## src/lvda_pkg.sv

```systemverilog
package lvda_pkg;

    // Telemetry word sizes.
    localparam int addr_width = 9;
    localparam int word_width = 26;
    localparam int half_width = 13;   // A half word carries the low data bits only.

    // The module code sits in the top address bits.
    localparam int code_width = 3;
    localparam logic [code_width-1:0] code_reject = 3'd0;

    // Address, full data word and the parity bit.
    localparam int max_frame = addr_width + word_width + 1;
    localparam int count_width = $clog2(max_frame + 1);

    localparam logic [count_width-1:0] full_len = count_width'(max_frame);
    localparam logic [count_width-1:0] half_len = count_width'(addr_width + half_width + 1);

    // External bit-time phases, each a level.
    typedef struct packed {
        logic wda;
        logic xda;
        logic yda;
        logic zda;
    } phase_t;

    // A request waiting for the serializer.
    typedef struct packed {
        logic                  valid;
        logic                  full;      // Address bit 8 selects the full word.
        logic [addr_width-1:0] address;
        logic [word_width-1:0] data;
    } tlm_request_t;

    typedef struct packed {
        logic bit_strobe;    // One cycle per bit time.
        logic phase_error;   // Sticky until reset.
    } bit_timing_t;

endpackage

```

## src/bit_timing.sv

```systemverilog
`timescale 1ns/1ns
`default_nettype none

module bit_timing (
    input  logic                  sim_clk,
    input  logic                  reset,
    input  lvda_pkg::phase_t      phase,
    output lvda_pkg::bit_timing_t timing
);

    lvda_pkg::phase_t phase_q;   // Phase levels sampled at the last edge.
    lvda_pkg::phase_t phase_d;   // One edge older.

    logic [3:0] rise;
    logic [3:0] expected_hot;
    logic [1:0] expected;
    logic [1:0] next_expected;
    logic       locked;
    logic       order_bad;
    logic       bit_strobe_q;
    logic       phase_error_q;

    // Bit 3 is wda and bit 0 is zda, the order of phase_t.
    assign rise = phase_q & ~phase_d;
    assign expected_hot = 4'b1000 >> expected;

    // The first clean rise after reset sets the reference point.
    assign order_bad = locked && (rise != 4'b0000) && (rise != expected_hot);

    always_comb begin
        case (rise)
            4'b1000: next_expected = 2'd1;
            4'b0100: next_expected = 2'd2;
            4'b0010: next_expected = 2'd3;
            4'b0001: next_expected = 2'd0;
            default: next_expected = expected;
        endcase
    end

    always_ff @(posedge sim_clk) begin
        if (reset) begin
            phase_q <= '0;
            phase_d <= '0;
        end else begin
            phase_q <= phase;
            phase_d <= phase_q;
        end
    end

    always_ff @(posedge sim_clk) begin
        if (reset) begin
            expected      <= 2'd0;
            locked        <= 1'b0;
            bit_strobe_q  <= 1'b0;
            phase_error_q <= 1'b0;
        end else begin
            bit_strobe_q <= rise[3];   // Every wda rise starts a bit time.
            expected     <= next_expected;
            if ($onehot(rise)) begin
                locked <= 1'b1;
            end
            if (order_bad) begin
                phase_error_q <= 1'b1;
            end
        end
    end

    assign timing = '{bit_strobe: bit_strobe_q, phase_error: phase_error_q};

endmodule
`default_nettype wire

```

## src/address_decode.sv

```systemverilog
`timescale 1ns/1ns
`default_nettype none

module address_decode (
    input  logic                             sim_clk,
    input  logic                             reset,
    input  logic                             pio,
    input  logic [lvda_pkg::addr_width-1:0]  address,
    input  logic [lvda_pkg::word_width-1:0]  data_word,
    input  logic                             taken,
    output lvda_pkg::tlm_request_t           request,
    output logic                             rejected,
    output logic                             overrun
);

    // Input stage, loaded while pio is high.
    logic                            pio_q;
    logic [lvda_pkg::addr_width-1:0] address_q;
    logic [lvda_pkg::word_width-1:0] data_word_q;

    // The single pending request.
    logic                            valid_q;
    logic                            full_q;
    logic [lvda_pkg::addr_width-1:0] pend_address;
    logic [lvda_pkg::word_width-1:0] pend_data;

    logic                            rejected_q;
    logic                            overrun_q;
    logic [lvda_pkg::code_width-1:0] code;
    logic                            code_ok;
    logic                            pending;
    logic                            accept;

    assign code = address_q[lvda_pkg::addr_width-1 -: lvda_pkg::code_width];
    assign code_ok = (code != lvda_pkg::code_reject);

    // A request taken in this cycle frees the slot at the same edge.
    assign pending = valid_q && !taken;
    assign accept = pio_q && code_ok && !pending;

    always_ff @(posedge sim_clk) begin
        if (reset) begin
            pio_q <= 1'b0;
        end else begin
            pio_q <= pio;
        end
    end

    always_ff @(posedge sim_clk) begin
        if (pio) begin
            address_q   <= address;
            data_word_q <= data_word;
        end
        if (accept) begin
            full_q       <= address_q[lvda_pkg::addr_width-1];
            pend_address <= address_q;
            pend_data    <= data_word_q;
        end
    end

    always_ff @(posedge sim_clk) begin
        if (reset) begin
            valid_q    <= 1'b0;
            rejected_q <= 1'b0;
            overrun_q  <= 1'b0;
        end else begin
            // A rejected request never needs the slot, so it cannot overrun.
            rejected_q <= pio_q && !code_ok;
            overrun_q  <= pio_q && code_ok && pending;
            if (accept) begin
                valid_q <= 1'b1;
            end else if (taken) begin
                valid_q <= 1'b0;
            end
        end
    end

    assign request = '{
        valid:   valid_q,
        full:    full_q,
        address: pend_address,
        data:    pend_data
    };

    assign rejected = rejected_q;
    assign overrun  = overrun_q;

endmodule
`default_nettype wire

```

## src/serial_sampler.sv

```systemverilog
`timescale 1ns/1ns
`default_nettype none

module serial_sampler (
    input  logic                  sim_clk,
    input  logic                  reset,
    input  lvda_pkg::bit_timing_t timing,
    input  lvda_pkg::tlm_request_t request,
    output logic                  taken,
    output logic                  data,
    output logic                  data_gate
);

    logic [lvda_pkg::max_frame-1:0]   frame;
    logic [lvda_pkg::count_width-1:0] frame_len;
    logic [lvda_pkg::half_width-1:0]  half_data;
    logic                             parity;

    logic [lvda_pkg::max_frame-1:0]   shift_q;   // Bits still to send, MSB next.
    logic [lvda_pkg::count_width-1:0] count_q;   // Bits left, counting the one on data.
    logic                             data_q;
    logic                             gate_q;
    logic                             idle;
    logic                             load;

    assign half_data = request.data[lvda_pkg::half_width-1:0];

    // Odd parity over everything sent before it.
    always_comb begin
        if (request.full) begin
            parity = ~^{request.address, request.data};
            frame = {request.address, request.data, parity};
            frame_len = lvda_pkg::full_len;
        end else begin
            parity = ~^{request.address, half_data};
            frame = {request.address, half_data, parity,
                     {(lvda_pkg::word_width - lvda_pkg::half_width){1'b0}}};
            frame_len = lvda_pkg::half_len;
        end
    end

    // Free when no frame runs or its last bit is already on data.
    assign idle = (count_q[lvda_pkg::count_width-1:1] == '0);
    assign load = timing.bit_strobe && idle && request.valid;
    assign taken = load;

    always_ff @(posedge sim_clk) begin
        if (reset) begin
            count_q <= '0;
            data_q  <= 1'b0;
            gate_q  <= 1'b0;
        end else if (timing.bit_strobe) begin
            if (load) begin
                count_q <= frame_len;
                data_q  <= frame[lvda_pkg::max_frame-1];
                gate_q  <= 1'b1;
            end else if (idle) begin
                count_q <= '0;
                data_q  <= 1'b0;
                gate_q  <= 1'b0;
            end else begin
                count_q <= count_q - 1'b1;
                data_q  <= shift_q[lvda_pkg::max_frame-1];
            end
        end
    end

    always_ff @(posedge sim_clk) begin
        if (timing.bit_strobe) begin
            if (load) begin
                shift_q <= frame << 1;   // The MSB already went to data.
            end else begin
                shift_q <= shift_q << 1;
            end
        end
    end

    assign data = data_q;
    assign data_gate = gate_q;

endmodule
`default_nettype wire

```

## src/lvda.sv

```systemverilog
`timescale 1ns/1ns
`default_nettype none

module lvda (
    input  logic                            sim_clk,
    input  logic                            reset,
    input  lvda_pkg::phase_t                phase,
    input  logic                            pio,
    input  logic [lvda_pkg::addr_width-1:0] address,
    input  logic [lvda_pkg::word_width-1:0] data_word,
    output logic                            data,
    output logic                            data_gate,
    output logic                            overrun,
    output logic                            rejected,
    output logic                            phase_error
);

    lvda_pkg::bit_timing_t  timing;
    lvda_pkg::tlm_request_t request;
    logic                   taken;

    bit_timing u_bit_timing (
        .sim_clk (sim_clk),
        .reset   (reset),
        .phase   (phase),
        .timing  (timing)
    );

    address_decode u_address_decode (
        .sim_clk   (sim_clk),
        .reset     (reset),
        .pio       (pio),
        .address   (address),
        .data_word (data_word),
        .taken     (taken),
        .request   (request),
        .rejected  (rejected),
        .overrun   (overrun)
    );

    serial_sampler u_serial_sampler (
        .sim_clk   (sim_clk),
        .reset     (reset),
        .timing    (timing),
        .request   (request),
        .taken     (taken),
        .data      (data),
        .data_gate (data_gate)
    );

    assign phase_error = timing.phase_error;

endmodule
`default_nettype wire

```

## config.mk

```make
export PLATFORM = sky130hd
export DESIGN_NAME = lvda
export DESIGN_NICKNAME = d
export VERILOG_FILES = /design/src/lvda_pkg.sv /design/src/bit_timing.sv /design/src/address_decode.sv /design/src/serial_sampler.sv /design/src/lvda.sv
export SDC_FILE = /design/constraint.sdc
export NUM_CORES = 1
export LEC_CHECK = 0
export BUFFER_PORTS_ARGS = -buffer_cell sky130_fd_sc_hd__buf_4
export CAP_MARGIN = 15
export CELL_PAD_IN_SITES_DETAIL_PLACEMENT = 1
export CELL_PAD_IN_SITES_GLOBAL_PLACEMENT = 2
export CORE_UTILIZATION = 45
export CTS_BUF_LIST = sky130_fd_sc_hd__clkbuf_8 sky130_fd_sc_hd__clkbuf_16
export DETAILED_ROUTE_END_ITERATION = 10
export MAX_ROUTING_LAYER = met4
export PLACE_DENSITY = 0.94
export SYNTH_ARGS = -nofsm -noshare
export SYNTH_HDL_FRONTEND = slang
export SYNTH_SLANG_ARGS = --single-unit
```

## constraint.sdc

```tcl
create_clock -name sim_clk -period 8.3 [get_ports sim_clk]
set_input_delay 0 -clock sim_clk [delete_from_list [all_inputs] [get_ports sim_clk]]
set_output_delay 0 -clock sim_clk [all_outputs]
set_load 0.01 [all_outputs]
```

==> summary by stage, run 1 <==
Outcome
The run finished with clean final reports.

Synth
The leading register cell type out of synthesis is sky130_fd_sc_hd__edfxtp_1. After synthesis, the mean cell area works out to 13.7 µm². Of the synthesized area, sequential elements account for 70.3%. The flop and latch count out of synthesis is 130.

After synthesis, the largest family of logic cells by area is simple AND/OR/NAND/NOR gates. The portion of netlist area occupied by mux cells is 2.89%. During synthesis, Yosys emitted a total of 0 warnings.

The post-synthesis adder-cell area fraction is 1.83%. Of the total synthesized cell area, the portion taken by AND, OR, NAND and NOR gates is 11.5%. After synthesis, the share of flip-flops with an asynchronous set or reset is 0%. The share of the synthesized netlist area taken by xor and xnor gates is 5.95%. Synthesis produced a netlist with a net count of 429. After synthesis the cells add up to 5200 µm². The netlist uses 40 different library cells. The synthesized design contains 105 enable-type register cells. The cell count after synthesis is 380. Summing the areas of all compound-gate instances in the mapped netlist gives 5.44% of the synthesized area.

CTS
CTS built an H-tree with a depth of 4. The worst-case clock buffer depth is 2. The TritonCTS buffer count is 17. The tree is rooted in a sky130_fd_sc_hd__clkbuf_16. The clock tree from TritonCTS is built. Buffers inserted to repair hold after CTS numbered 44. The count of clock tree sinks is 130. The later pin in the worst-skew pair is clocked with a latency of 0.42 ns. Post-CTS timing repair inserted 0 buffers for setup. The clock-pin slew on the worst setup and hold paths is 0.06 ns. The post-cts resize count is 0.

Placed design
The number of I/O port buffers is 46. The post-place setup slack is 5.43 ns. The post-DP HPWL is 6090 µm.

The routability congestion estimate is 0.831.

Worst setup path
The register-to-register setup slack is 5.47 ns. The critical path is of the reg2reg type. The critical path's largest stage delay is 1.02 ns. The number of cells on the worst reg-to-reg path is 2. The reg-to-reg startpoint is u_bit_timing.bit_strobe_q$_SDFF_PP0_. The standard cell with the maximum stage delay on the critical path is sky130_fd_sc_hd__dfxtp_2. Of all nets on the critical path, the largest fanout is 47. Traced cell by cell, the critical path runs through or3b_4 -> a21oi_4. The critical path data arrival time is 2.86 ns. The nature of the critical path startpoint is a flop.

The required time at the endpoint of the critical path is 8.32 ns. The endpoint identified for the worst register-to-register timing path is u_address_decode.pend_data[3]$_DFFE_PP_. The type of element capturing the critical path is a flop.

Floorplan
The die covers 12000 µm². The number of rows created at floorplan is 38. The number of primary I/O pins is 47. In this run the vertical extent of the chip is 109 µm. The total area inside the core boundary comes to 11000 µm². The starting utilization of the core area is 47.1%.

The die span in x is 109 µm.

Timing
The worst-case hold slack is 0.0708 ns. The final count of hold timing violations came to 0. The final period utilization is 34.2%. The transition at the pin with the smallest max-transition slack is 1.14 ns. The final max-slew violation count is 0.

Measured against its own limit, the worst slew margin works out to 24.1%. Between clock sinks in the finished design, the worst skew comes to 0.0152 ns. The final critical-path required period is 2.83 ns.

Setup violations remaining at the end of the flow were counted as 0. Adding up every negative setup slack in the final design gives 0 ns. Setup repair after global routing left no endpoint under its margin.

The setup slack after layout is 5.47 ns. The maximum clock frequency is 353 MHz.

GRT
The pin count of the biggest net entering global routing is 50. The first global-routing pass estimated 17700 µm of wire. The number of global-route vias before repair is 3459. The initial antenna violation count was 0. Across every metal layer, demand over resource in global routing totals 21.3%. The remaining global-route overflow is 0.

Finish
The library cell used most frequently in the layout, excluding fill and tap cells, is sky130_fd_sc_hd__edfxtp_1. The area growth from synthesis to layout is 28.6%. Leaving out fill and tap cells, the most frequent cells in the layout are 105 x sky130_fd_sc_hd__edfxtp_1, 72 x sky130_fd_sc_hd__nand2_1, 49 x sky130_fd_sc_hd__buf_4. 0 antenna diodes ended up in the layout.

The fraction of layout instances using a drive strength above 1 is 17.8%. The total number of nets in the final design is 525.

Run
Across the run, the number of max-cap violations was 0.

Worst hold path
For hold timing, the worst endpoint is u_address_decode.address_q[4]$_DFFE_PP_. The startpoint of the tightest hold check path is pio. The type of the most critical hold path is in2reg. The instance count along the most critical hold path is 1.

Power and ir drop
The worst supply voltage drop on vdd is 0.000176 V. The analysis attributes to cell leakage a power of 2.58 nW. The ratio of total power to cell area is 243 nW/µm².

The design draws 1.62 mW.

Routing
The count of nets left with antenna violations after detail routing is 0. The post-detailed-route via-to-cell ratio is 5.16. For this run, design rule violations remaining after detail routing come to 0. The first-iteration detailed-routing DRC count is 173. The routed wirelength normalized by instance count is 18.0 µm. The via count is 3243. The total detailed-routing wirelength is 11300 µm. The number of iterations in the first detailed-routing pass is 4.
## kinds of logic (layout without fill, tap and decap cells)
logic type	after synthesis	after routing
AO/OA/AOI/OAI	45	45
buffers and inverters	23	132
XOR/XNOR	29	29
adder cells (fa/ha/maj)	7	7
AND/OR/NAND/NOR	131	131
flip-flops	130	130
multiplexers	15	15
## sequential cells by signal (all words and copies together), names as in the netlist
register	flops
u_bit_timing.bit_strobe_q	1
u_address_decode.rejected	1
u_address_decode.valid_q	1
u_bit_timing.locked	1
u_bit_timing.phase_d	4
u_serial_sampler.data	1
u_address_decode.pio_q	1
u_address_decode.pend_address	9
u_bit_timing.phase_error_q	1
u_bit_timing.phase_q	4
u_address_decode.address_q	9
u_address_decode.pend_data	26
u_serial_sampler.shift_q	35
u_address_decode.overrun	1
u_address_decode.data_word_q	26
u_bit_timing.expected	2
u_serial_sampler.data_gate	1
u_serial_sampler.count_q	6
## worst max-delay path, delay by kind of cell, from the launching register on
| family | cells | cell delay [ns] |
|---|---|---|
| AOI/OAI and AO/OA | 1 | 0.88 |
| DFF | 1 | 1.02 |
| and+or+nand+nor | 1 | 0.51 |
## where the power goes
| part | leakage (nW) | total [mW] | switching (mW) | internal, mW |
|---|---|---|---|---|
| Clock | 0.264 | 0.723 | 0.304 | 0.419 |
| Sequential | 1.20 | 0.767 | 0.0228 | 0.744 |
| Combinational | 1.12 | 0.132 | 0.0604 | 0.0720 |
| Total | 2.58 | 1.62 | 0.388 | 1.23 |
## layer usage
metal	GRT usage, %	share of wire (%)	vias to the layer above
li1	-	-	1550
met2	37.6	56	67
met5	-	0	-
met3	4.39	3.3	15
met1	23.7	39	1611
met4	8.38	1.8	0
## cell usage after synthesis (all sizes together) (2+ instances only)
| cell type | n | area [µm²] |
|---|---|---|
| o31ai | 2 | 15.0 |
| or3 | 2 | 12.5 |
| nor3 | 5 | 25.0 |
| ha | 6 | 75.1 |
| nand3 | 16 | 80.1 |
| buf | 6 | 42.5 |
| nand2b | 4 | 25.0 |
| edfxtp | 105 | 3150 |
| nor3b | 2 | 15.0 |
| xor2 | 3 | 26.3 |
| nor2b | 12 | 75.1 |
| nand2 | 72 | 270 |
| o21ai | 18 | 90.1 |
| a21o | 2 | 15.0 |
| xnor2 | 22 | 193 |
| clkbuf | 10 | 37.5 |
| dfxtp | 25 | 500 |
| o211ai | 2 | 15.0 |
| a21oi | 13 | 68.8 |
| mux2i | 15 | 150 |
| inv | 7 | 26.3 |
| a311oi | 2 | 17.5 |
| nor2 | 11 | 41.3 |
| xnor3 | 4 | 90.1 |
## how the worst max path moves through the flow
stage	slack [ns]	start	end	cells past startpoint
2_1_floorplan	4.52	u_bit_timing.bit_strobe_q$_SDFF_PP0_	u_address_decode.pend_address[0]$_DFFE_PP_	2
3_3_place_gp	5.54	u_bit_timing.bit_strobe_q$_SDFF_PP0_	u_address_decode.pend_data[13]$_DFFE_PP_	2
3_5_place_dp	5.43	u_bit_timing.bit_strobe_q$_SDFF_PP0_	u_address_decode.pend_data[8]$_DFFE_PP_	2
4_1_cts	5.41	u_bit_timing.bit_strobe_q$_SDFF_PP0_	u_address_decode.pend_address[3]$_DFFE_PP_	2
5_1_grt	5.29	u_bit_timing.bit_strobe_q$_SDFF_PP0_	u_address_decode.pend_data[3]$_DFFE_PP_	2
6_report	5.47	u_bit_timing.bit_strobe_q$_SDFF_PP0_	u_address_decode.pend_data[3]$_DFFE_PP_	2
## final cells by class
class                   instances  area [µm²]
clock buffers                  17         425
clock inverters                15         146
fillers                      1075        4350
inverters                       7        26.3
multi-input cells             227        1450
flip-flops and latches        130        3650
well taps                     140         175
repair buffers                 93         808
## stage by stage
step	util (%)	cells	instance area, µm²
2_1_floorplan	-	380	5200
3_3_place_gp	51.4	553	5670
3_5_place_dp	51.4	553	5670
4_1_cts	60.6	629	6680
5_1_grt	60.6	629	6680
6_report	60.6	629	6680
(Power assumes the default switching activity.)
==> run 2: changes to the inputs <==
CORE_UTILIZATION = 41   (was 45)
PLACE_DENSITY = 0.88   (was 0.94)
clock period = 2.8 ns   (was 8.3 ns; I/O delays follow)
==> summary by stage, run 2 (synthesized netlist as in run 1, its figures left out) <==
Run
The max-capacitance violation count is 0 (unchanged).

Finish
The flip-flop count of the largest register, all copies and words added was 35 (unchanged). Relative to the synthesized area, the layout overhead comes to 31.0%. The commonest non-fill, non-tap cell in the layout is sky130_fd_sc_hd__edfxtp_1. The fraction of layout instances using a drive strength above 1 is 17.5% (-0.31 points). The number of diodes added for antenna fixing is 0 (unchanged). The register ranked first by flip-flop count is u_serial_sampler.shift_q. The total number of nets in the final design is 528 (+0.57%). The number of fillers in the final layout came to 1199 (+12%).

The number of cells in the finished layout apart from fillers was 660 (+4.9%). The post-route core utilization is 56.0% (-4.6 points). In the layout the commonest cells are 105 x sky130_fd_sc_hd__edfxtp_1, 72 x sky130_fd_sc_hd__nand2_1, 49 x sky130_fd_sc_hd__buf_4. The largest registers in the layout are u_serial_sampler.shift_q (35), u_address_decode.data_word_q (26), u_address_decode.pend_data (26).

Placed design
The routability congestion estimate is 0.742 (-11%). The post-DP HPWL is 6100 µm (+0.23%). The number of I/O port buffers is 46 (unchanged). The number of cells in the design after placement is 583 (+5.4%).

Routing
The final routed DRC violation total was 0 (unchanged). The via count came to 3175 (-2.1%). The number of iterations in the first detailed-routing pass was 4 (unchanged). The post-detailed-route via-to-cell ratio is 4.81 (-6.7%).

The first-iteration detailed-routing DRC count is 212 (+23%). The routed wirelength normalized by instance count is 15.7 µm (-13%). The total detailed-routing wirelength was 10400 µm (-8.5%). The count of nets left with antenna violations after detail routing is 0 (unchanged).

Floorplan
The starting utilization of the core area was 42.7% (-4.4 points). The height of the chip is 115 µm (+4.7%). The number of primary I/O pins is 47 (unchanged). The core region area is 12200 µm² (+10%). The number of rows created at floorplan is 40 (+5.3%). The die span in x is 115 µm (+4.7%). The die outline area came to 13100 µm² (+9.6%).

Worst hold path
The worst hold path endpoint is u_address_decode.address_q[1]$_DFFE_PP_. The path class of the tightest hold or removal check is in2reg. The startpoint of the tightest hold check path is pio. The instance count along the most critical hold path is 1 (unchanged).

Worst setup path
The register-to-register setup slack is 0.38 ns (-5.09 ns). The type of element capturing the critical path is a flop. The startpoint identified for the worst register-to-register timing path is u_serial_sampler.count_q[2]$_SDFFE_PP0P_.

The reg-to-reg critical path endpoint is u_serial_sampler.shift_q[27]$_DFFE_PP_. The worst setup path is of the reg2reg kind. The required time at the endpoint of the critical path was 2.95 ns (-5.37 ns).

The highest net fanout along the worst path is 36 (-23%). The critical path data arrival time was 2.57 ns (-0.29 ns). The number of buffer and inverter stages on the critical path is 1 (+1). The slowest stage of the critical path belongs to the cell sky130_fd_sc_hd__or4_4. The critical path's largest stage delay was 0.55 ns (-0.47 ns). The number of cells on the worst reg-to-reg path was 6 (+4). Traced cell by cell, the critical path runs through or4_4 -> or3b_4 -> or2_1 -> buf_12 -> nand2_1 -> o21ai_0.

The nature of the critical path startpoint is a flop. On the critical path the largest part of the delay comes from simple AND/OR/NAND/NOR gates.

GRT
The remaining global-route overflow was 0 (unchanged). The pin count of the biggest net entering global routing came to 47 (-6.0%). The initial antenna violation count is 0 (unchanged). The first-pass GRT wire length came to 16800 µm (-5.1%). The number of global-route vias before repair is 3347 (-3.2%). The overall fraction of global-route tracks in use was 17.9% (-3.4 points).

Timing
The final setup violation count was 0 (unchanged). The final critical-path required period is 2.42 ns (-0.414 ns). The clock skew after layout is 0.00870 ns (-0.00653 ns).

The final count of hold timing violations is 0 (unchanged). The transition at the pin with the smallest max-transition slack is 0.572 ns (-0.563 ns). The final total negative setup slack is 0 ns (unchanged).

The final max-slew violation count is 0 (unchanged). The maximum clock frequency is 413 MHz (+17%). The final period utilization is 86.5% (+52 points).

The tightest slew margin relative to the limit is 61.8% (+38 points). Setup repair after global routing left no endpoint under its margin.

Power and ir drop
The sum of internal, switching and leakage power is 4.87 mW (+200%). The ratio of total power to cell area is 715 nW/µm² (+190%). The leakage dissipation is 2.62 nW (+1.6%). The worst supply voltage drop on vdd is 0.000553 V (+210%).

CTS
The worst-case clock buffer depth is 2 (unchanged). The tree is rooted in a sky130_fd_sc_hd__clkbuf_16. The count of clock tree sinks is 130 (unchanged).

The post-CTS setup-driven buffer insertion count is 0 (unchanged). The maximum level of the CTS H-tree is 4 (unchanged). The TritonCTS buffer count was 17 (unchanged).

The source-to-sink clock delay at the later pin of the worst-skew pair is 0.41 ns (about the same). The clock tree from TritonCTS is built. The clock-pin slew on the worst setup and hold paths is 0.06 ns (about the same).

Outcome
The flow ran to the end, and the final reports show no timing, DRC or antenna violations.
[run 2: cell types whose count changed in the layout (fill, tap and decap cells not counted)]
cell / previous run / this run
sky130_fd_sc_hd__clkinv_1: 0 / 4
sky130_fd_sc_hd__bufinv_16: 1 / 3
sky130_fd_sc_hd__clkinv_4: 3 / 0
sky130_fd_sc_hd__inv_6: 6 / 2
sky130_fd_sc_hd__buf_16: 0 / 1
sky130_fd_sc_hd__buf_12: 0 / 2
sky130_fd_sc_hd__clkinv_2: 0 / 1
[run 2: power breakdown]
| group | total (mW) | switching, mW | internal (mW) |
|---|---|---|---|
| Combinational | 0.404 | 0.182 | 0.221 |
| Clock | 2.20 | 0.812 | 1.39 |
| Sequential | 2.26 | 0.0577 | 2.21 |
[run 2: layout make-up]
| type | instances | area, µm² | share of cell area (%) |
|---|---|---|---|
| Clock buffer | 17 | 425 | 6.25 |
| Tap cell | 168 | 210 | 3.09 |
| Multi-Input combinational cell | 227 | 1450 | 21.3 |
| Inverter | 7 | 26.3 | 0.386 |
| Clock inverter | 15 | 165 | 2.43 |
| Sequential cell | 130 | 3650 | 53.7 |
| Timing Repair Buffer | 96 | 876 | 12.9 |
[run 2: how the worst max path moves through the flow]
stage,start,to,slack (ns),cells after the start
finish,u_serial_sampler.count_q[2]$_SDFFE_PP0P_,u_serial_sampler.shift_q[27]$_DFFE_PP_,0.38,6
global route,u_serial_sampler.count_q[2]$_SDFFE_PP0P_,u_serial_sampler.shift_q[27]$_DFFE_PP_,0.25,6
CTS,u_serial_sampler.count_q[2]$_SDFFE_PP0P_,u_serial_sampler.shift_q[18]$_DFFE_PP_,0.38,6
detailed placement,u_serial_sampler.count_q[2]$_SDFFE_PP0P_,u_serial_sampler.shift_q[27]$_DFFE_PP_,0.38,6
global placement,u_serial_sampler.count_q[2]$_SDFFE_PP0P_,u_serial_sampler.shift_q[20]$_DFFE_PP_,0.45,6
floorplan,u_bit_timing.bit_strobe_q$_SDFF_PP0_,u_address_decode.pend_address[0]$_DFFE_PP_,0.16,2
[run 2: per-layer routing]
| metal | vias up | share of wire (%) | GRT usage, % | wire [µm] |
|---|---|---|---|---|
| met5 | - | 0 | - | 0 |
| met4 | 0 | 1.2 | 7.01 | 122 |
| met3 | 12 | 3.2 | 4.98 | 328 |
| met2 | 53 | 52 | 30.2 | 5380 |
| met1 | 1554 | 44 | 20.2 | 4520 |
| li1 | 1556 | - | - | - |
[run 2: repair_timing]
| item | CTS | global route |
|---|---|---|
| endpoints found under the setup margin | 0 | 0 |
| resized for setup | 0 | 0 |
| hold buffers | 44 | 0 |
| endpoints found under the hold margin | 59 | 0 |
[run 2: per-stage QoR]
stage	instance area (µm²)	hold slack, ns	worst slack [ns]
6_report	6810	0.0691	0.379
5_1_grt	6810	0.0777	0.253
4_1_cts	6780	0.0558	0.380
3_5_place_dp	5750	0.180	0.384
3_3_place_gp	5750	0.178	0.454
2_1_floorplan	5210	0.0716	0.157
